<file path="src/hw/scroll_pkg.sv">
// shared widths, limits, bus structs and FSM encodings for the scroll layer blocks
package scroll_pkg;

    localparam int SCREEN_W         = 320;
    localparam int MAP_COLS_SCANNED = 21;   // 20 visible columns plus the partial one
    localparam int NUM_PRI          = 16;
    localparam int MAX_TILE         = 17'h1FFFF;
    localparam int TILE_PX          = 16;
    localparam int SLICE_PX         = 8;
    localparam int QUEUE_DEPTH      = NUM_PRI * MAP_COLS_SCANNED;
    localparam int BUF_DEPTH        = 512;

    typedef logic signed [12:0] scroll_t;
    typedef logic [8:0]         line_t;
    typedef logic [12:0]        map_addr_t;
    typedef logic [15:0]        map_word_t;
    typedef logic [3:0]         pri_t;
    typedef logic [8:0]         q_addr_t;
    typedef logic [4:0]         q_count_t;
    typedef logic [14:0]        pixel_t;    // {priority, palette[6:0], code[3:0]}
    typedef logic [31:0]        gfx_data_t; // pixel n in bits 4n+3:4n

    typedef struct packed {
        map_word_t          num;
        map_word_t          attr;
        logic signed [15:0] xpos;
    } queue_entry_t;

    typedef struct packed {
        logic         valid;
        pri_t         pri;
        queue_entry_t entry;
    } queue_wr_t;

    typedef struct packed {
        logic [12:0] code;
        logic [2:0]  bank;
        logic [3:0]  row;
        logic        slice;   // 0 left half, 1 right half
    } gfx_req_t;

    typedef struct packed {
        logic   valid;
        line_t  x;
        pixel_t pixel;
    } buf_wr_t;

    typedef enum logic [2:0] {
        SC_IDLE, SC_ADDR_NUM, SC_ADDR_ATTR, SC_READ_NUM, SC_READ_ATTR, SC_DONE
    } scan_state_t;

    typedef enum logic [2:0] {
        RN_IDLE, RN_SELECT, RN_READ_Q, RN_FETCH, RN_DRAW, RN_NEXT
    } render_state_t;

endpackage

</file>
<file path="src/hw/scroll_tile_render.sv">
// drains the queue lowest priority first, fetches tile slices and writes opaque pixels to the line buffer
`timescale 1ns/10ps

module scroll_tile_render
    import scroll_pkg::*;
(
    input  logic         CLK96,
    input  logic         RESET96,
    input  logic         start_i,
    input  line_t        line_i,
    input  scroll_t      scroll_y_i,
    input  pri_t         next_pri_i,
    input  q_count_t     next_cnt_i,
    input  logic         any_i,
    output pri_t         rd_pri_o,
    output q_count_t     rd_idx_o,
    input  queue_entry_t rd_entry_i,
    output logic         level_done_o,
    output logic         gfx_cs_o,
    output gfx_req_t     gfx_req_o,
    input  logic         gfx_ok_i,
    input  gfx_data_t    gfx_data_i,
    output buf_wr_t      buf_wr_o,
    output logic         busy_o
);

    render_state_t      state;
    line_t              line_q;
    pri_t               pri_q;
    q_count_t           cnt_q;
    q_count_t           idx_q;
    logic               slice_q;
    logic [2:0]         px_q;
    gfx_data_t          slice_data;
    logic               last_entry;
    logic signed [15:0] px_xpos;
    logic [3:0]         px_code;
    logic               px_visible;
    logic               wr_valid_q;
    line_t              wr_x_q;
    pixel_t             wr_pixel_q;

    assign rd_pri_o     = pri_q;
    assign rd_idx_o     = idx_q;
    assign last_entry   = (q_count_t'(idx_q + 1'b1) == cnt_q);
    assign level_done_o = (state == RN_NEXT) && last_entry;

    // rd_entry_i holds while the queue address is unchanged
    assign px_xpos    = rd_entry_i.xpos + 16'(slice_q) * 16'(SLICE_PX) + 16'(px_q);
    assign px_code    = slice_data[{px_q, 2'b00} +: 4];
    assign px_visible = (px_code != 4'h0) && (px_xpos >= 0) && (px_xpos < SCREEN_W);

    assign buf_wr_o.valid = wr_valid_q;
    assign buf_wr_o.x     = wr_x_q;
    assign buf_wr_o.pixel = wr_pixel_q;

    always_ff @(posedge CLK96 or posedge RESET96) begin
        if (RESET96) begin
            state      <= RN_IDLE;
            busy_o     <= 1'b0;
            gfx_cs_o   <= 1'b0;
            pri_q      <= '0;
            cnt_q      <= '0;
            idx_q      <= '0;
            slice_q    <= 1'b0;
            px_q       <= '0;
            wr_valid_q <= 1'b0;
        end else begin
            wr_valid_q <= (state == RN_DRAW) && px_visible;
            case (state)
                RN_IDLE: begin
                    if (start_i) begin
                        busy_o <= 1'b1;
                        state  <= RN_SELECT;
                    end
                end
                RN_SELECT: begin
                    if (any_i) begin
                        pri_q <= next_pri_i;
                        cnt_q <= next_cnt_i;
                        idx_q <= '0;
                        state <= RN_READ_Q;
                    end else begin
                        busy_o <= 1'b0;   // queue empty, line finished
                        state  <= RN_IDLE;
                    end
                end
                RN_READ_Q: begin
                    slice_q <= 1'b0;
                    state   <= RN_FETCH;
                end
                RN_FETCH: begin
                    if (!gfx_cs_o) begin
                        gfx_cs_o <= 1'b1;
                    end else if (gfx_ok_i) begin
                        gfx_cs_o <= 1'b0;
                        px_q     <= '0;
                        state    <= RN_DRAW;
                    end
                end
                RN_DRAW: begin
                    px_q <= px_q + 1'b1;
                    if (px_q == 3'(SLICE_PX - 1)) begin
                        if (slice_q) begin
                            state <= RN_NEXT;
                        end else begin
                            slice_q <= 1'b1;   // right half next
                            state   <= RN_FETCH;
                        end
                    end
                end
                default: begin   // RN_NEXT
                    if (last_entry) begin
                        state <= RN_SELECT;
                    end else begin
                        idx_q <= idx_q + 1'b1;
                        state <= RN_READ_Q;
                    end
                end
            endcase
        end
    end

    always_ff @(posedge CLK96) begin
        if (state == RN_IDLE && start_i) begin
            line_q <= line_i;
        end
        // request is built once, held until ok
        if (state == RN_FETCH && !gfx_cs_o) begin
            gfx_req_o <= '{code:  rd_entry_i.num[12:0],
                           bank:  rd_entry_i.num[15:13],
                           row:   4'(line_q[3:0] + scroll_y_i[3:0]),
                           slice: slice_q};
        end
        if (state == RN_FETCH && gfx_cs_o && gfx_ok_i) begin
            slice_data <= gfx_data_i;
        end
        wr_x_q     <= px_xpos[8:0];
        wr_pixel_q <= {pri_q, rd_entry_i.attr[6:0], px_code};
    end

endmodule

</file>
<file path="config.mk">
export PLATFORM = sky130hd
export DESIGN_NAME = scroll_tile_render
export DESIGN_NICKNAME = d
export VERILOG_FILES = /design/src/hw/scroll_pkg.sv /design/src/hw/scroll_tile_render.sv
export SDC_FILE = /design/constraint.sdc
export NUM_CORES = 1
export LEC_CHECK = 0
export BUFFER_PORTS_ARGS = -buffer_cell sky130_fd_sc_hd__buf_2
export CAP_MARGIN = 20
export CELL_PAD_IN_SITES_DETAIL_PLACEMENT = 0
export CELL_PAD_IN_SITES_GLOBAL_PLACEMENT = 1
export CORE_ASPECT_RATIO = 1.2
export CORE_MARGIN = 1.5
export CORE_UTILIZATION = 42
export CTS_BUF_LIST = sky130_fd_sc_hd__clkbuf_4 sky130_fd_sc_hd__clkbuf_8
export CTS_CLUSTER_SIZE = 14
export DETAILED_ROUTE_END_ITERATION = 16
export MAX_ROUTING_LAYER = met4
export PLACE_DENSITY_LB_ADDON = 0.1
export SLEW_MARGIN = 30
export SYNTH_ARGS = -nofsm -noshare
export SYNTH_HDL_FRONTEND = slang
export SYNTH_SLANG_ARGS = --single-unit
</file>
<file path="constraint.sdc">
create_clock -name CLK96 -period 3.99 [get_ports CLK96]
set_input_delay 0.399 -clock CLK96 [delete_from_list [all_inputs] [get_ports CLK96]]
set_output_delay 0.399 -clock CLK96 [all_outputs]
set_load 0.005 [all_outputs]
</file>
Word level (Yosys, flattened, before mapping). Index checks and enable logic that the tools add are counted.

Output and inout bits: 58. Bits in writable memories: 0. Bits in read-only memories: 0. Input port bits: 116. Word-level logic and storage cells: 82. Memories: 0. Latch bits: 0. Register bits: 105.

Equal/unequal tests: 14. Bitwise operators: 1. Shift operators: 1. Add/sub/neg operators: 5. Multiply operators: 0. Muxes and demuxes: 21. Magnitude comparators: 2. Divide/modulo/power cells: 0. Reductions and logical operators: 21.

Operator list (number): indexed part select 32 x 6 -> 4 bit (1); 2-to-1 mux 3 bit (7); adder 16 x 3 -> 16 bit (1); adder 16 x 4 -> 16 bit (1); greater-or-equal comparator 16 x 1 -> 1 bit, second input constant (1); less-than comparator 16 x 10 -> 1 bit, second input constant (1); one-hot mux 3 bit (5 select lines) (1); 2-to-1 mux 5 bit (2); != test 2 bit, second input constant (5); one-hot mux 5 bit (2 select lines) (1); equality test 3 bit, second input constant (3); AND reduction 3 bit (3); logical AND 1 bit (8); equality test 3 x 2 -> 1 bit, second input constant (2); one-hot mux 3 bit (2 select lines) (1); nonzero test 2 bit (3); adder 5 x 1 -> 5 bit, second input constant (1); equality test 5 bit (1); 2-to-1 mux 1 bit (5); adder 4 bit (1); 2-to-1 mux 2 bit (2); != test 2 x 1 -> 1 bit, second input constant (2); one-hot mux 1 bit (2 select lines) (2); AND reduction 2 bit (2); 8 further kinds (8).

Depth between registers and ports, before layout.
Word-level depth: 6. Gate-level depth with buffers: 8.

Worst setup path after synthesis. OpenSTA, ideal clock, no wires.

Path kind: reg-to-reg. From: register px_q[1]. To: register wr_valid_q. Buffers on the path: 1. Cell stages (with the launch flop): 9. Data required time: 3922 ps. Data arrival time: 2115 ps. Setup slack: 1807 ps. Cells stage by stage: dfrtp_1 clkbuf_1 inv_1 fa_1 nor2b_1 o31a_1 nand2_1 o311ai_0 and4_1.

Word-level cells in the longest chain between the ends: 5. Elaborated cells between the ends (all ways): 8. Classes of those cells: add/sub: 1; order compare: 2; shift: 1; reduce/logical: 4.

RTL lines: from (decl) (line scroll_tile_render.sv:33) `logic [2:0] px_q;`; from (signal assigned) (line scroll_tile_render.sv:102) `px_q <= px_q + 1'b1;`; adder 16 x 3 -> 16 bit / indexed part select 32 x 6 -> 4 bit (equally long branches) (line scroll_tile_render.sv:49, scroll_tile_render.sv:50); greater-or-equal comparator 16 x 1 -> 1 bit / nonzero test 4 bit (equally long branches) (line scroll_tile_render.sv:51) `assign px_visible = (px_code != 4'h0) && (px_xpos >= 0) && (px_xpos < SCREEN_W);`; logical AND 1 bit (line scroll_tile_render.sv:51); logical AND 1 bit * (line scroll_tile_render.sv:51); logical AND 1 bit * (line scroll_tile_render.sv:69) `wr_valid_q <= (state == RN_DRAW) && px_visible;`; to (signal assigned) (line scroll_tile_render.sv:69); to (decl) (line scroll_tile_render.sv:39) `logic wr_valid_q;`.

Mark *: on every way between the ends. The rest lies on a longest branch, timed or not. A chain may end at the register's enable or synchronous reset.

Final worst setup path.
From: register idx_q[0] (netlist: rd_idx_o[0]). To: output port level_done_o.

Word-level cells in the longest chain between the ends: 3.

RTL lines: from (decl) (line scroll_tile_render.sv:31) `q_count_t idx_q;`; from (signal assigned) (line scroll_tile_render.sv:116) `idx_q <= idx_q + 1'b1;`; adder 5 x 1 -> 5 bit (line scroll_tile_render.sv:45) `assign last_entry = (q_count_t'(idx_q + 1'b1) == cnt_q);`; equality test 5 bit (line scroll_tile_render.sv:45); logical AND 1 bit (line scroll_tile_render.sv:46) `assign level_done_o = (state == RN_NEXT) && last_entry;`; to (decl) (line scroll_tile_render.sv:18) `output logic level_done_o,`.

No other way between the ends.

==> results.json <==
{
  "yosys.area_share.simple_pct": 8.07,
  "grt_max_degree": 35,
  "critPathKind": "reg -> out",
  "post_cts_buffers": 0,
  "ys.flop_type": "edfxtp_1",
  "fmax_ghz": 0.360,
  "start_kind": "flop",
  "finClkSkew_ns": 0.00681,
  "crit_start": "rd_idx_o[0]",
  "r2r-end": "wr_valid_q",
  "finalSetupTns_ns": 0,
  "rows": 40,
  "clk_pin_slew_ns": 0.09,
  "critical_path_arrival_ns": 2.38,
  "rrSetupSlack_ns": 1.32,
  "synth_edf_count": 57,
  "drt_wl_total_um": 8350,
  "synth_fa_ha_area_share_pct": 3.82,
  "vias": 2940,
  "synth_fp_nets": 432,
  "io_buffers": 150,
  "clock_latency_ns": 0.36,
  "syn-cell-area_sq_mm": 0.00433,
  "drt_iter0_drc": 141,
  "vdd_drop_max_mv": 0.324,
  "yosys-top-cells-area": "edfxtp_1 (40%), dfrtp_1 (14%), dfxtp_1 (11%)",
  "antennaDiodeCount": 0,
  "r2r_cells": 6,
  "final_antenna_net_count": 0,
  "p_leak_nw": 2.31,
  "overflow": 0,
  "synth.largest_area_cell": "edfxtp_1",
  "synthArstFlopShare_pct": 22.9,
  "synthDistinctLibCells": 52,
  "start_util_pct": 43.2,
  "post_drt_wl_per_cell_um": 14.2,
  "hold_class": "in -> async",
  "dr.pass1.iters": 4,
  "rsz0062_at_grt": "no",
  "synth_most_common_cell": "edfxtp_1",
  "fin_crit_sh_pct": 69.7,
  "grt_use_total_pct": 16.4,
  "viasPerCell": 5.00,
  "critical-path-max-stage-delay_ns": 0.45,
  "core_area_sq_mm": 0.0100,
  "syn_inst": 304,
  "yosysWarningCount": 0,
  "worstSetupEndpointType": "output port",
  "syn_avg_cell_area_sq_um": 14.2,
  "hold_viol": 0,
  "antenna_found_initial": 0,
  "pin_count": 174,
  "grt_pass1_wl_um": 13200,
  "postLayoutCoreUtil_pct": 54.0,
  "drive_above_1_share_pct": 41.3,
  "synth_seq_cells": 105,
  "areaGrowthSynthToFinish_pct": 25.0,
  "drc": 0,
  "fin_nets": 585,
  "ys_seq_area_share_pct": 64.5,
  "fin_crit_ns": 2.78,
  "slowest_stage": "dfrtp_1",
  "synth_top_family_by_area": "multiplexers",
  "timing.slew.headroom_pct": 47.9,
  "die_x_um": 95.7,
  "fill_cells": 922,
  "cts_resized": 0,
  "status": "finished clean",
  "fp.dieArea_sq_mm": 0.0109,
  "ctsHoldBuffers": 0,
  "die_h_um": 114,
  "final_max_slew_viol_count": 0,
  "yosysTopAreaCellShare_pct": 39.6,
  "yosys-top-cells-count": "edfxtp_1 (57), dfrtp_1 (24), dfxtp_1 (24), inv_1 (17), mux2_2 (17)",
  "dp_hpwl_um": 6230,
  "rr_startpoint": "px_q[2]",
  "synth_mux_area_share_pct": 9.60,
  "cts_sinks": 105,
  "setup_violations": 0,
  "dp_cells": 572,
  "cts_tree": "yes",
  "grt_pass1_vias": 2816,
  "layout.cells.non_filler": 588,
  "cp_max_fo": 6,
  "root_buffer": "clkbuf_8",
  "crit_chain": "ha_1, xor2_1, a211oi_1, o311a_1, nand2_1, nor2_1, buf_2",
  "numCtsBuffers": 9,
  "power_per_cell_area_mw_per_mm2": 622,
  "place.gp.congestion": 0.754,
  "synth-xor-area-share_pct": 3.64,
  "tightest_slew_ns": 0.782,
  "clk_path_buf_depth": 2,
  "maxCapViolCount": 0,
  "worstSetupEndpoint": "level_done_o",
  "htreeDepth": 3,
  "synth-compound-area-share_pct": 7.52,
  "required_ns": 3.59
}
-- cells in the final DEF, fill, tap and decap left out, types with 3 or more instances in the layout --
master	synthesis	final
nor2b_1	6	6
xnor2_1	13	13
mux4_1	3	3
xor2_1	5	5
mux2_2	17	17
dfrtp_1	24	24
buf_2	0	150
clkbuf_8	0	10
nand2_1	14	14
inv_1	17	15
mux2_1	8	8
nand2b_1	4	4
o21ai_0	12	12
ha_1	10	10
nand3_1	10	10
nor4_1	5	5
a21o_1	3	3
nand4_1	4	4
a211o_1	5	5
a21oi_1	7	7
a31oi_1	4	4
nor2_1	10	9
edfxtp_1	57	57
dfxtp_1	24	24
-- kinds of logic (layout without fill, tap and decap cells) --
logic type               after synthesis  after routing
buffers and inverters                 25            183
adder cells (fa/ha/maj)               12             12
multiplexers                          31             31
AO/OA/AOI/OAI                         47             47
XOR/XNOR                              18             18
AND/OR/NAND/NOR                       66             66
flip-flops                           105            105
-- state kept, by name, summed over array words and instances, names as in the netlist --
signal / cells
cnt_q: 5
wr_valid_q: 1
busy_o: 1
gfx_cs_o: 1
gfx_req_o: 21
wr_x_q: 9
rd_pri_o: 4
wr_pixel_q: 15
state: 3
px_q: 3
slice_data: 32
line_q: 4
rd_idx_o: 5
slice_q: 1
-- report_power, final --
group	leakage (nW)	switching, W	internal (W)	total, W
logic	1.17	0.000491	0.000449	0.000940
clock network	0.117	0.000348	0.000378	0.000726
registers	1.02	0.000189	0.00151	0.00170
total	2.31	0.00103	0.00234	0.00336
-- layer usage --
layer / vias to the layer above / track usage, % / part of all wire (%)
met5: - / - / 0
met4: 0 / 6.47 / 1.6
met3: 11 / 4.25 / 8.5
met2: 118 / 26.0 / 48
met1: 1378 / 19.9 / 42
li1: 1433 / - / -
-- worst min-delay path by stage --
stage / end / slack (ns) / cells after the start
final: rd_pri_o[2] / 0.06 / 2
after CTS: px_q[1] / 0.08 / 2
after detailed placement: wr_pixel_q[12] / 0.38 / 0
after floorplan: wr_pixel_q[11] / 0.38 / 0
after global routing: busy_o / 0.09 / 2
after global placement: wr_pixel_q[14] / 0.37 / 0
-- critical path: cells and delay by family, from the launching register on --
kind / cells / cell delay (ns)
xor+xnor: 1 / 0.15
compound gates: 2 / 0.71
simple gates: 2 / 0.24
flops: 1 / 0.45
buf+inv: 1 / 0.13
fa+ha+maj: 1 / 0.34
-- area by class of cell --
type,count,area (sq um),area share [%]
clock buffer,11,145,2.68
clock inverter,5,78.8,1.46
inverter,17,63.8,1.18
multi-input combinational,174,1420,26.3
sequential,105,2790,51.6
tap,126,158,2.91
timing repair buffer,150,751,13.9
-- metrics by stage --
stage | total power [W] | hold slack [ns] | area [sq um] | setup WS, ns
floorplan | 0.00230 | 0.384 | 4330 | 1.81
CTS | 0.00341 | 0.0785 | 5400 | 1.17
finish | 0.00336 | 0.0637 | 5410 | 1.21
global route | 0.00360 | 0.0878 | 5410 | 0.944
detailed placement | 0.00268 | 0.375 | 5180 | 1.28
global placement | 0.00265 | 0.366 | 5180 | 1.33
Note: power is estimated with default switching activity, not from simulation.
