[src/hw/scroll_pkg.sv]
// shared widths, limits, bus structs and FSM encodings for the scroll layer blocks
package scroll_pkg;

    localparam int SCREEN_W         = 320;
    localparam int MAP_COLS_SCANNED = 21;   // 20 visible columns plus the partial one
    localparam int NUM_PRI          = 16;
    localparam int MAX_TILE         = 17'h1FFFF;
    localparam int TILE_PX          = 16;
    localparam int SLICE_PX         = 8;
    localparam int QUEUE_DEPTH      = NUM_PRI * MAP_COLS_SCANNED;
    localparam int BUF_DEPTH        = 512;

    typedef logic signed [12:0] scroll_t;
    typedef logic [8:0]         line_t;
    typedef logic [12:0]        map_addr_t;
    typedef logic [15:0]        map_word_t;
    typedef logic [3:0]         pri_t;
    typedef logic [8:0]         q_addr_t;
    typedef logic [4:0]         q_count_t;
    typedef logic [14:0]        pixel_t;    // {priority, palette[6:0], code[3:0]}
    typedef logic [31:0]        gfx_data_t; // pixel n in bits 4n+3:4n

    typedef struct packed {
        map_word_t          num;
        map_word_t          attr;
        logic signed [15:0] xpos;
    } queue_entry_t;

    typedef struct packed {
        logic         valid;
        pri_t         pri;
        queue_entry_t entry;
    } queue_wr_t;

    typedef struct packed {
        logic [12:0] code;
        logic [2:0]  bank;
        logic [3:0]  row;
        logic        slice;   // 0 left half, 1 right half
    } gfx_req_t;

    typedef struct packed {
        logic   valid;
        line_t  x;
        pixel_t pixel;
    } buf_wr_t;

    typedef enum logic [2:0] {
        SC_IDLE, SC_ADDR_NUM, SC_ADDR_ATTR, SC_READ_NUM, SC_READ_ATTR, SC_DONE
    } scan_state_t;

    typedef enum logic [2:0] {
        RN_IDLE, RN_SELECT, RN_READ_Q, RN_FETCH, RN_DRAW, RN_NEXT
    } render_state_t;

endpackage

[src/hw/scroll_tilemap_scan.sv]
// walks the 21 tilemap columns of a scanline and pushes the non-blank tiles into the queue
`timescale 1ns/10ps

module scroll_tilemap_scan
    import scroll_pkg::*;
(
    input  logic      CLK96,
    input  logic      RESET96,
    input  logic      hblank_i,
    input  line_t     vrender_i,
    input  scroll_t   scroll_x_i,
    input  scroll_t   scroll_y_i,
    output map_addr_t map_addr_o,
    input  map_word_t map_data_i,
    input  logic      render_busy_i,
    output logic      clear_o,
    output queue_wr_t queue_wr_o,
    output logic      render_start_o,
    output line_t     line_o
);

    scan_state_t        state;
    logic               hblank_q;
    logic               line_fall;
    logic               pending;   // line start seen, waiting for the renderer
    logic               go;
    logic [4:0]         col_k;
    logic               last_col;
    logic [9:0]         fine_y;
    logic [4:0]         tile_row;
    logic [4:0]         tile_col;
    logic               tile_ok;
    logic signed [15:0] tile_xpos;
    map_word_t          tile_num_q;

    assign line_fall = hblank_q & ~hblank_i;
    assign go        = (state == SC_IDLE) && pending && !render_busy_i;
    assign last_col  = (col_k == 5'(MAP_COLS_SCANNED - 1));

    // coarse row plus the carry out of the fine offset, wraps at 32
    assign fine_y   = {1'b0, line_o} + 10'(scroll_y_i[3:0]);
    assign tile_row = scroll_y_i[8:4] + fine_y[8:4];
    assign tile_col = scroll_x_i[8:4] + col_k;

    assign tile_ok   = (map_data_i != '0) && (32'(map_data_i) <= MAX_TILE);
    assign tile_xpos = 16'(col_k) * 16'(TILE_PX) - 16'(scroll_x_i[3:0]);

    assign clear_o        = go;   // wipe the bins before the first push
    assign render_start_o = (state == SC_DONE);

    // attribute word is on map_data_i in READ_ATTR
    assign queue_wr_o.valid      = (state == SC_READ_ATTR);
    assign queue_wr_o.pri        = map_data_i[11:8];
    assign queue_wr_o.entry.num  = tile_num_q;
    assign queue_wr_o.entry.attr = map_data_i;
    assign queue_wr_o.entry.xpos = tile_xpos;

    always_ff @(posedge CLK96 or posedge RESET96) begin
        if (RESET96) begin
            state      <= SC_IDLE;
            hblank_q   <= 1'b0;
            pending    <= 1'b0;
            col_k      <= '0;
            line_o     <= '0;
            map_addr_o <= '0;
        end else begin
            hblank_q <= hblank_i;
            // line number switches on the first clock of the line, read bank follows it
            if (line_fall) begin
                pending <= 1'b1;
                line_o  <= vrender_i;
            end else if (go) begin
                pending <= 1'b0;
            end

            case (state)
                SC_IDLE: begin
                    if (go) begin
                        col_k <= '0;
                        state <= SC_ADDR_NUM;
                    end
                end
                SC_ADDR_NUM: begin
                    map_addr_o <= {2'b00, tile_row, tile_col, 1'b1};   // tile number word
                    state      <= SC_ADDR_ATTR;
                end
                SC_ADDR_ATTR: begin
                    map_addr_o <= {2'b00, tile_row, tile_col, 1'b0};
                    state      <= SC_READ_NUM;
                end
                SC_READ_NUM: begin
                    if (tile_ok) begin
                        state <= SC_READ_ATTR;
                    end else if (last_col) begin
                        state <= SC_DONE;
                    end else begin
                        col_k <= col_k + 1'b1;   // blank tile, 3 cycles
                        state <= SC_ADDR_NUM;
                    end
                end
                SC_READ_ATTR: begin
                    if (last_col) begin
                        state <= SC_DONE;
                    end else begin
                        col_k <= col_k + 1'b1;
                        state <= SC_ADDR_NUM;
                    end
                end
                default: state <= SC_IDLE;   // SC_DONE
            endcase
        end
    end

    always_ff @(posedge CLK96) begin
        if (state == SC_READ_NUM) begin
            tile_num_q <= map_data_i;
        end
    end

endmodule

[config.mk]
export PLATFORM = sky130hd
export DESIGN_NAME = scroll_tilemap_scan
export DESIGN_NICKNAME = d
export VERILOG_FILES = /design/src/hw/scroll_pkg.sv /design/src/hw/scroll_tilemap_scan.sv
export SDC_FILE = /design/constraint.sdc
export NUM_CORES = 1
export LEC_CHECK = 0
export ABC_AREA = 0
export BUFFER_PORTS_ARGS = -buffer_cell sky130_fd_sc_hd__buf_4
export CAP_MARGIN = 20
export CORE_ASPECT_RATIO = 1.5
export CORE_UTILIZATION = 41
export DETAILED_ROUTE_END_ITERATION = 8
export MAX_ROUTING_LAYER = met4
export PLACE_DENSITY = 0.68
export SLEW_MARGIN = 20
export SYNTH_ARGS = -nofsm -noshare
export SYNTH_HDL_FRONTEND = slang
export SYNTH_SLANG_ARGS = --single-unit
export TNS_END_PERCENT = 10
[constraint.sdc]
create_clock -name CLK96 -period 7.45 [get_ports CLK96]
set_input_delay 1.49 -clock CLK96 [delete_from_list [all_inputs] [get_ports CLK96]]
set_output_delay 1.49 -clock CLK96 [all_outputs]
set_load 0.02 [all_outputs]
# Word-level counts from Yosys, hierarchy flattened
# Index checks and enable logic that the tools add are counted.
dict set report totals {
  reg_bits 48
  in_bits 55
  out_inout_bits 77
  word_cells 42
}
dict set report op_classes {
  n_addsub 5
  n_eq_ne 8
  muxes 11
  bitwise_logic 2
  n_reduce_logical 9
}
# cell n
set op_table {}
lappend op_table {{13-bit case mux with 2 select lines} 1}
lappend op_table {{16-bit nonzero test} 1}
lappend op_table {{5-bit two-way mux} 3}
lappend op_table {{3-bit case mux with 5 select lines} 1}
lappend op_table {{5-bit case mux with 3 select lines} 1}
lappend op_table {{10-bit by 4-bit subtractor with 11-bit output} 1}
lappend op_table {{5-bit adder} 2}
lappend op_table {{9-bit adder} 1}
lappend op_table {{3-bit two-way mux} 3}
lappend op_table {{3-bit by 2-bit == test with 1-bit output, second input constant} 2}
lappend op_table {{3-bit == test, second input constant} 2}
lappend op_table {{5-bit by 1-bit adder with 5-bit output, second input constant} 1}
lappend op_table {{5-bit == test, second input constant} 1}
lappend op_table {{2-bit != test, second input constant} 2}
lappend op_table {{2-bit nonzero test} 2}
lappend op_table {{3-bit by 1-bit == test with 1-bit output, second input constant} 1}
lappend op_table {{3-bit logical NOT} 1}
lappend op_table {{3-bit AND reduction} 1}
lappend op_table {{3-bit nonzero test} 1}
lappend op_table {{1-bit logical AND} 2}
lappend op_table {{1-bit two-way mux} 2}
lappend op_table {{1-bit AND} 1}
lappend op_table {{1-bit logical NOT} 1}
lappend op_table {{1-bit inverter} 1}

# Longest topological paths before layout
# Gate-level depths: netlist of run 1.
dict set report depth {
  ltp_word 5
  mapped_depth 11
  ltp_nobuf 11
}

# Worst setup path after synthesis of run 1
# OpenSTA, ideal clock, no wires.
dict set report synth_timing {
  kind {input to output}
  from {input port scroll_x_i[3]}
  to {output port queue_wr_o[11] (netlist name)}
  t_arrival_ns 4.099
  required_ns 5.960
  path_slack_ns 1.861
  path_stages 9
  path_buffers 2
  cell_sequence {buf_2 > inv_1 > ha_1 > or4b_1 > a21oi_1 > or2_2 > nor2_1 > a311oi_1 > buf_4}
}
# element line
set synth_lines {}
lappend synth_lines {{start, declared} scroll_tilemap_scan.sv:11} ;# input scroll_t scroll_x_i,
lappend synth_lines {{end, declared} scroll_tilemap_scan.sv:17} ;# output queue_wr_t queue_wr_o,

==> flow_metrics.env, run 1 <==
export IMPL_outcome="completed"
export IMPL_setup_violations_final=0
export IMPL_vias=2277
export IMPL_synth_edff_count=16
export IMPL_p_seq_share_pct=33.2
export IMPL_cp_slowest_cell="a311oi_1"
export IMPL_antenna_found_initial=0
export IMPL_end_kind="output pin"
export IMPL_yosysTopAreaCellShare_pct=26.1
export IMPL_die_area_um2=7360
export IMPL_syn_area_um2=2880
export IMPL_insertion_delay_ns=0.31
export IMPL_fp_dieH_um=105
export IMPL_initialDrtViolationCount=65
export IMPL_p_per_area_nw_per_um2=329
export IMPL_antennaDiodeCount=0
export IMPL_drt_vias_per_instance=5.03
export IMPL_cts_buffers_inserted=5
export IMPL_hp_class="reg2reg"
export IMPL_p_leak_uw=0.00185
export IMPL_hold_viol_final=0
export IMPL_final_nets=456
export IMPL_route_detailed_drc=0
export IMPL_dp_cells=445
export IMPL_fin_skew_ns=0.00596
export IMPL_cp_required_ns=5.96
export IMPL_clock_fmax_ghz=0.185
export IMPL_clk_pin_slew_worst_paths_ns=0.09
export IMPL_dr_wl_met2_um=3320
export IMPL_period_share_pct=72.7
export IMPL_wl_met3_um=305
export IMPL_final_core_util_pct=55.4
export IMPL_grt_pass1_wl_um=9920
export IMPL_cts_resized=0
export IMPL_critPathLaunchType="input port"
export IMPL_grt_pass1_vias=2203
export IMPL_clockRootBuffer="clkbuf_8"
export IMPL_fin_crit_ns=5.41
export IMPL_layout_setup_ws_ns=2.04
export IMPL_crit_path_frequent_cell="buf_4"
export IMPL_yosysTopAreaCell="dfrtp_1"
export IMPL_switching_power_uw=516
export IMPL_yosys_cell_count_top_type="dfrtp_1"
export IMPL_synthTopCellsByArea="dfrtp_1 26%, edfxtp_1 17%, ha_1 11%"
export IMPL_design_core_area_um2=6810
export IMPL_grt_max_degree=31
export IMPL_numPortBuffers=121
export IMPL_async_flop_share_pct=65.2
export IMPL_grt_total_usage_pct=17.3
export IMPL_synth_seq_cells=46
export IMPL_yosysWarnings=0
export IMPL_maxSlewViolCount=0
export IMPL_critical_path_class="in2out"
export IMPL_htreeDepth=2
export IMPL_floorplan_io_pins=132
export IMPL_synth_ff_type="dfrtp_1"
export IMPL_sw_frac_of_total_pct=41.6
export IMPL_p_int_uw=724
export IMPL_seq_area_frac_synth_pct=42.8
export IMPL_overflow=0
export IMPL_rsz0062_at_grt="false"
export IMPL_worst_pin_slew_ns=0.869
export IMPL_n_fill_cell=641
export IMPL_p_comb_share_pct=51.3
export IMPL_p_clk_share_pct=15.5
export IMPL_start_util_pct=42.3
export IMPL_synthTopCellsByCount="30 x dfrtp_1, 28 x buf_4, 26 x nand2_1"
export IMPL_route_top_layer_used="met4"
export IMPL_place_ws_ns=2.00
export IMPL_cp_top_family="compound AO/OA/AOI/OAI gates"
export IMPL_drv_cap=0
export IMPL_wl_per_cell_um=13.5
export IMPL_holdBufCountCts=0
export IMPL_place_congestion=0.776
export IMPL_arrival_ns=3.92
export IMPL_finalPower_uw=1240
export IMPL_slowest_delay_ns=0.57
export IMPL_critPathBufInv=3
export IMPL_post_cts_setup_buffer_count=0
export IMPL_wl_um=6100
export IMPL_crit_chain="buf_4 -> inv_1 -> ha_1 -> or4b_1 -> a21oi_1 -> or2_2 -> nor2_1 -> a311oi_1 -> buf_4"
export IMPL_first_pass_iters=4
export IMPL_cp_max_fo=10
export IMPL_wl_met1_um=2380
export IMPL_areaGrowthSynthToFinish_pct=31.1
export IMPL_die_w_um=70.4
export IMPL_peakVddDrop_uv=183
export IMPL_syn_avg_cell_area_um2=10.3
export IMPL_cts_buffer_depth=2
export IMPL_dp_hpwl_um=4800
export IMPL_finalSetupTns_ns=0
export IMPL_layout_drive_gt1_share_pct=38.9
export IMPL_stdcell_count=453
export IMPL_drtAntennaViolNets=0
export IMPL_cts_sinks=46
export IMPL_slew_headroom_pct=42.0
export IMPL_netlist_instances=278
export IMPL_synth_distinct_cells=48
export IMPL_cts_tree="yes"
export IMPL_num_rows=37
-- power groups by stage --
stage	Clock (uW)	Combinational [uW]	Sequential (uW)
CTS	200	644	413
detailed placement	0	643	417
floorplan	0	381	465
finish	193	636	412
global route	206	699	422
global placement	0	631	414
-- final timing paths --
path,end,slack (ns),startpoint,depth (start not counted)
worst max-delay path,queue_wr_o[13],2.04,scroll_x_i[3],9
max in group asynchronous,col_k[4],5.92,RESET96,3
worst min register to register,pending,0.48,pending,1
worst max register to register,map_addr_o[10],4.63,line_o[3],11
worst min-delay path,pending,0.48,pending,1
min in group asynchronous,pending,1.24,RESET96,3
-- area by class of cell --
class | count | area [um2] | area share (%)
well taps | 78 | 97.6 | 2.59
clock inverters | 3 | 43.8 | 1.16
inverters | 17 | 63.8 | 1.69
clock buffers | 5 | 68.8 | 1.83
multi-input cells | 182 | 1350 | 35.8
flip-flops and latches | 46 | 1230 | 32.7
repair buffers | 122 | 916 | 24.3
-- per-stage QoR --
step	hold slack [ns]	area, um2
floorplan	0.442	2880
global placement	0.453	3660
detailed placement	0.465	3660
CTS	0.488	3770
global route	0.507	3770
finish	0.481	3770
-- cell usage in the layout, fill, tap and decap left out, types with 5 or more instances in the layout --
cell type	count
inv_1	16
edfxtp_1	16
mux2_2	9
nor2_1	9
clkbuf_8	5
dfrtp_1	30
xor2_1	9
nand3_1	5
xnor2_1	12
a21o_1	8
buf_4	122
a21oi_1	13
ha_1	25
o21ai_0	17
nand2_1	26
-- cells by family after synthesis --
group | after synthesis | synth area share [%]
multiplexers | 10 | 3.87
other | 1 | 0.130
buffers and inverters | 51 | 10.4
AND/OR/NAND/NOR | 70 | 12.8
adder cells (fa/ha/maj) | 27 | 12.3
flip-flops | 46 | 42.8
XOR/XNOR | 21 | 6.40
AO/OA/AOI/OAI | 52 | 11.3
-- sequential cells by signal (all words and copies together) (netlist names) --
signal,count
pending,1
map_addr_o,11
hblank_q,1
line_o,9
state,3
tile_num_q,16
col_k,5
-- layer usage --
metal	vias up	GRT usage, %
met4	0	7.57
met5	-	-
met2	70	31.1
li1	1129	-
met3	8	2.89
met1	1070	18.3
No activity file was read; power rests on OpenSTA's default activity.
==> run 2, diff against run 1 <==
--- a/config.mk
+++ b/config.mk
@@ -12,7 +12,7 @@
 export CORE_UTILIZATION = 41
 export DETAILED_ROUTE_END_ITERATION = 8
 export MAX_ROUTING_LAYER = met4
-export PLACE_DENSITY = 0.68
+export PLACE_DENSITY = 0.71
 export SLEW_MARGIN = 20
 export SYNTH_ARGS = -nofsm -noshare
 export SYNTH_HDL_FRONTEND = slang
==> constraint.sdc (replaced) <==
create_clock -name CLK96 -period 4.9 [get_ports CLK96]
set_input_delay 0.98 -clock CLK96 [delete_from_list [all_inputs] [get_ports CLK96]]
set_output_delay 0.98 -clock CLK96 [all_outputs]
set_load 0.02 [all_outputs]
==> flow_metrics.env, run 2 (synthesis results as in run 1) <==
export IMPL_largest_reg_flops=16
export IMPL_p_comb_share_pct=51.9
export IMPL_crit_chain="buf_4 -> inv_1 -> ha_1 -> or4b_1 -> a21oi_1 -> or2_2 -> nor2_1 -> a311oi_1 -> buf_4"
export IMPL_overflow=0
export IMPL_cts_resized=0
export IMPL_peakVddDrop_uv=244
export IMPL_cp_slowest_cell="a311oi_1"
export IMPL_antennaDiodeCount=0
export IMPL_fin_area_um2=3760
export IMPL_design_core_area_um2=6810
export IMPL_cp_max_fo=10
export IMPL_setup_violations_final=0
export IMPL_antenna_found_initial=0
export IMPL_num_rows=37
export IMPL_post_cts_setup_buffer_count=0
export IMPL_finalSetupTns_ns=0
export IMPL_grt_pass1_wl_um=10000
export IMPL_p_leak_uw=0.00184
export IMPL_fin_skew_ns=0.00962
export IMPL_crit_path_frequent_cell="buf_4"
export IMPL_grt_pass1_vias=2185
export IMPL_hp_class="reg2reg"
export IMPL_top_regs="tile_num_q x16, map_addr_o x11, line_o x9"
export IMPL_place_congestion=0.771
export IMPL_maxSlewViolCount=0
export IMPL_areaGrowthSynthToFinish_pct=30.9
export IMPL_hold_path_startpoint="pending"
export IMPL_drtAntennaViolNets=0
export IMPL_p_int_uw=1100
export IMPL_holdBufCountCts=0
export IMPL_critPathLaunchType="input port"
export IMPL_reg2reg_depth=11
export IMPL_stdcell_count=453
export IMPL_top_register="tile_num_q"
export IMPL_layout_setup_ws_ns=0.492
export IMPL_start_util_pct=42.3
export IMPL_cts_buffers_inserted=5
export IMPL_numPortBuffers=121
export IMPL_layout_commonest_cell="buf_4"
export IMPL_hold_end="pending"
export IMPL_switching_power_uw=772
export IMPL_hold_viol_final=0
export IMPL_dp_hpwl_um=4810
export IMPL_cts_buffer_depth=2
export IMPL_layout_drive_gt1_share_pct=38.4
export IMPL_die_area_um2=7360
export IMPL_grt_max_degree=31
export IMPL_p_per_area_nw_per_um2=498
export IMPL_die_w_um=70.4
export IMPL_period_share_pct=90.0
export IMPL_p_clk_share_pct=14.7
export IMPL_sw_frac_of_total_pct=41.2
export IMPL_place_ws_ns=0.483
export IMPL_p_seq_share_pct=33.4
export IMPL_arrival_ns=3.43
export IMPL_cts_sinks=46
export IMPL_rsz0062_at_grt="false"
export IMPL_finalPower_uw=1870
export IMPL_grt_total_usage_pct=17.5
export IMPL_drt_vias_per_instance=5.04
export IMPL_critical_path_class="in2out"
export IMPL_place_area_um2=3660
export IMPL_whs_path_depth=1
export IMPL_final_nets=456
export IMPL_reg2reg_from="line_o[3]"
export IMPL_clk_pin_slew_worst_paths_ns=0.08
export IMPL_route_detailed_drc=0
export IMPL_worst_pin_slew_ns=0.815
export IMPL_end_kind="output pin"
export IMPL_clock_fmax_ghz=0.227
export IMPL_mostFrequentLayoutCells="122 x buf_4, 30 x dfrtp_1, 26 x nand2_1"
export IMPL_reg2reg_slack_ns=2.09
export IMPL_insertion_delay_ns=0.30
export IMPL_htreeDepth=2
export IMPL_first_pass_iters=4
export IMPL_vias=2281
export IMPL_initialDrtViolationCount=74
export IMPL_fp_dieH_um=105
export IMPL_drv_cap=0
export IMPL_rr_endpoint="map_addr_o[10]"
export IMPL_floorplan_io_pins=132
export IMPL_outcome="completed"
export IMPL_dp_cells=445
export IMPL_cts_tree="yes"
export IMPL_clockRootBuffer="clkbuf_8"
export IMPL_wl_per_cell_um=13.3
export IMPL_slowest_delay_ns=0.58
export IMPL_slew_headroom_pct=45.5
export IMPL_cp_required_ns=3.92
export IMPL_fin_crit_ns=4.41
export IMPL_wl_um=6020
[run 2: metrics by stage]
stage          hold WS (ns)  util, %
5_1_grt               0.507     55.3
2_1_floorplan         0.442        -
4_1_cts               0.481     55.3
3_5_place_dp          0.462     53.7
3_3_place_gp          0.452     53.7
6_report              0.473     55.3
[run 2: power groups by stage]
| stage | clock network [uW] | logic, uW | registers [uW] |
|---|---|---|---|
| 2_1_floorplan | 0 | 580 | 707 |
| 3_3_place_gp | 0 | 961 | 628 |
| 3_5_place_dp | 0 | 980 | 632 |
| 4_1_cts | 284 | 983 | 625 |
| 5_1_grt | 296 | 1080 | 640 |
| 6_report | 276 | 972 | 625 |
[run 2: layout make-up]
class                           count  area (um2)
Fill cell                         630        3040
Multi-Input combinational cell    182        1350
Sequential cell                    46        1230
Timing Repair Buffer              122         916
Tap cell                           78        97.6
Clock buffer                        7        76.3
Inverter                           17        63.8
Clock inverter                      1        30.0
[run 2: layer usage]
layer  vias up  wire length, um  track usage [%]
li1       1132                -                -
met1      1056             2160             19.2
met2        80             3400             31.2
met3        13              307             2.60
met4         0              152             7.14
met5         -                0                -
[run 2: worst max path at each step]
stage	slack [ns]	depth (start not counted)	to	from
final	0.49	9	queue_wr_o[11]	scroll_x_i[3]
after global routing	0.22	9	queue_wr_o[14]	scroll_x_i[3]
after CTS	0.48	9	queue_wr_o[11]	scroll_x_i[3]
after detailed placement	0.48	9	queue_wr_o[11]	scroll_x_i[3]
after global placement	0.58	9	queue_wr_o[11]	scroll_x_i[3]
after floorplan	0.33	9	queue_wr_o[11]	scroll_x_i[3]
[run 2: worst max-delay path, delay by kind of cell]
| family | cells | cell delay [ns] |
|---|---|---|
| compound gates | 2 | 0.77 |
| fa+ha+maj | 1 | 0.31 |
| buf+inv | 3 | 0.64 |
| simple gates | 3 | 0.74 |
==> run 3, diff against run 2 <==
--- a/config.mk
+++ b/config.mk
@@ -9,10 +9,10 @@
 export BUFFER_PORTS_ARGS = -buffer_cell sky130_fd_sc_hd__buf_4
 export CAP_MARGIN = 20
 export CORE_ASPECT_RATIO = 1.5
-export CORE_UTILIZATION = 41
+export CORE_UTILIZATION = 43
 export DETAILED_ROUTE_END_ITERATION = 8
 export MAX_ROUTING_LAYER = met4
-export PLACE_DENSITY = 0.71
+export PLACE_DENSITY = 0.74
 export SLEW_MARGIN = 20
 export SYNTH_ARGS = -nofsm -noshare
 export SYNTH_HDL_FRONTEND = slang
==> flow_metrics.env, run 3 (synthesis results as in run 1) <==
export IMPL_clockRootBuffer="clkbuf_8"
export IMPL_areaGrowthSynthToFinish_pct=31.2
export IMPL_htreeDepth=2
export IMPL_wl_um=5900
export IMPL_antennaDiodeCount=0
export IMPL_worst_pin_slew_ns=0.807
export IMPL_cts_resized=0
export IMPL_top_regs="tile_num_q x16, map_addr_o x11, line_o x9"
export IMPL_drtAntennaViolNets=0
export IMPL_place_area_um2=3660
export IMPL_cp_max_fo=10
export IMPL_top_register="tile_num_q"
export IMPL_p_per_area_nw_per_um2=496
export IMPL_place_ws_ns=0.725
export IMPL_hp_class="reg2reg"
export IMPL_die_area_um2=7020
export IMPL_post_cts_setup_buffer_count=0
export IMPL_holdBufCountCts=0
export IMPL_critPathLaunchType="input port"
export IMPL_peakVddDrop_uv=245
export IMPL_fin_area_um2=3770
export IMPL_first_pass_iters=4
export IMPL_finalSetupTns_ns=0
export IMPL_design_core_area_um2=6490
export IMPL_cp_required_ns=3.92
export IMPL_critical_path_class="in2out"
export IMPL_num_rows=36
export IMPL_end_kind="output pin"
export IMPL_dp_hpwl_um=4740
export IMPL_largest_reg_flops=16
export IMPL_slew_headroom_pct=46.1
export IMPL_floorplan_io_pins=132
export IMPL_hold_viol_final=0
export IMPL_grt_max_degree=31
export IMPL_setup_violations_final=0
export IMPL_outcome="completed"
export IMPL_grt_total_usage_pct=18.1
export IMPL_fin_crit_ns=4.15
export IMPL_n_fill_cell=588
export IMPL_start_util_pct=44.3
export IMPL_layout_drive_gt1_share_pct=38.8
export IMPL_grt_pass1_wl_um=9340
export IMPL_cts_sinks=46
export IMPL_cts_buffer_depth=2
export IMPL_initialDrtViolationCount=28
export IMPL_period_share_pct=84.7
export IMPL_arrival_ns=3.17
export IMPL_grt_pass1_vias=2205
export IMPL_cts_buffers_inserted=5
export IMPL_antenna_found_initial=0
export IMPL_layout_setup_ws_ns=0.751
export IMPL_wl_per_cell_um=13.0
export IMPL_clock_fmax_ghz=0.241
export IMPL_drv_cap=0
export IMPL_place_congestion=0.775
export IMPL_fin_skew_ns=0.0100
export IMPL_final_nets=457
export IMPL_clk_pin_slew_worst_paths_ns=0.09
export IMPL_drt_vias_per_instance=5.08
export IMPL_vias=2298
export IMPL_overflow=0
export IMPL_rsz0062_at_grt="false"
export IMPL_die_w_um=68.8
export IMPL_maxSlewViolCount=0
export IMPL_cts_tree="yes"
export IMPL_route_detailed_drc=0
export IMPL_fp_dieH_um=102
export IMPL_insertion_delay_ns=0.29
export IMPL_numPortBuffers=121
export IMPL_p_leak_uw=0.00185
export IMPL_mostFrequentLayoutCells="123 x buf_4, 30 x dfrtp_1, 26 x nand2_1"
export IMPL_layout_commonest_cell="buf_4"
[run 3: cell types whose count changed in the layout (fill, tap and decap cells not counted)]
cell,change
buf_4,+1
clkbuf_1,-1
clkinvlp_4,+1
[run 3: path summary, 6_finish.rpt]
kind	startpoint	slack, ns	cells past startpoint	endpoint
max	scroll_x_i[3]	0.75	10	queue_wr_o[15]
min	pending	0.47	1	pending
max reg2reg	line_o[3]	2.06	11	map_addr_o[10]
min reg2reg	pending	0.47	1	pending
max in group asynchronous	RESET96	3.85	3	col_k[4]
min in group asynchronous	RESET96	0.76	3	state[0]
[run 3: power by group]
part / leakage [uW] / internal [uW] / switching, uW
sequential: 0.000514 / 531 / 92.9
clock: 0.0000514 / 152 / 124
combinational: 0.00128 / 422 / 551
[run 3: cell type report]
class                      count  area, um2  area share [%]
inverter                      17       63.8            1.69
tap                           76       95.1            2.52
clock buffer                   6       72.6            1.92
clock inverter                 2       37.5           0.995
timing repair buffer         123        923            24.5
multi-input combinational    182       1350            35.8
sequential                    46       1230            32.6
[run 3: worst max-delay path, cell delays in order]
cell and delay (ns):
buf_4 0.15, inv_1 0.22, ha_1 0.30, or4b_1 0.52, a21oi_1 0.18, or2_2 0.15, nor2_1 0.04, a311oi_1 0.29
buf_4 0.20, buf_4 0.14
[run 3: stage by stage]
stage               util (%)  instances  hold slack [ns]  total power [uW]
CTS                     58.2        452            0.478              1890
finish                  58.2        452            0.474              1870
detailed placement      56.5        444            0.458              1620
floorplan                  -        279            0.442              1290
global route            58.2        452            0.513              2020
global placement        56.5        444            0.450              1590
[run 3: per-layer routing]
metal  part of all wire [%]  routed length (um)  vias to the layer above  GRT usage, %
met2                     57                3350                       60          33.2
met4                    2.2                 131                        0          8.16
met1                     37                2200                     1095          18.4
met3                    3.7                 220                       11          2.34
li1                       -                   -                     1132             -
met5                      0                   0                        -             -
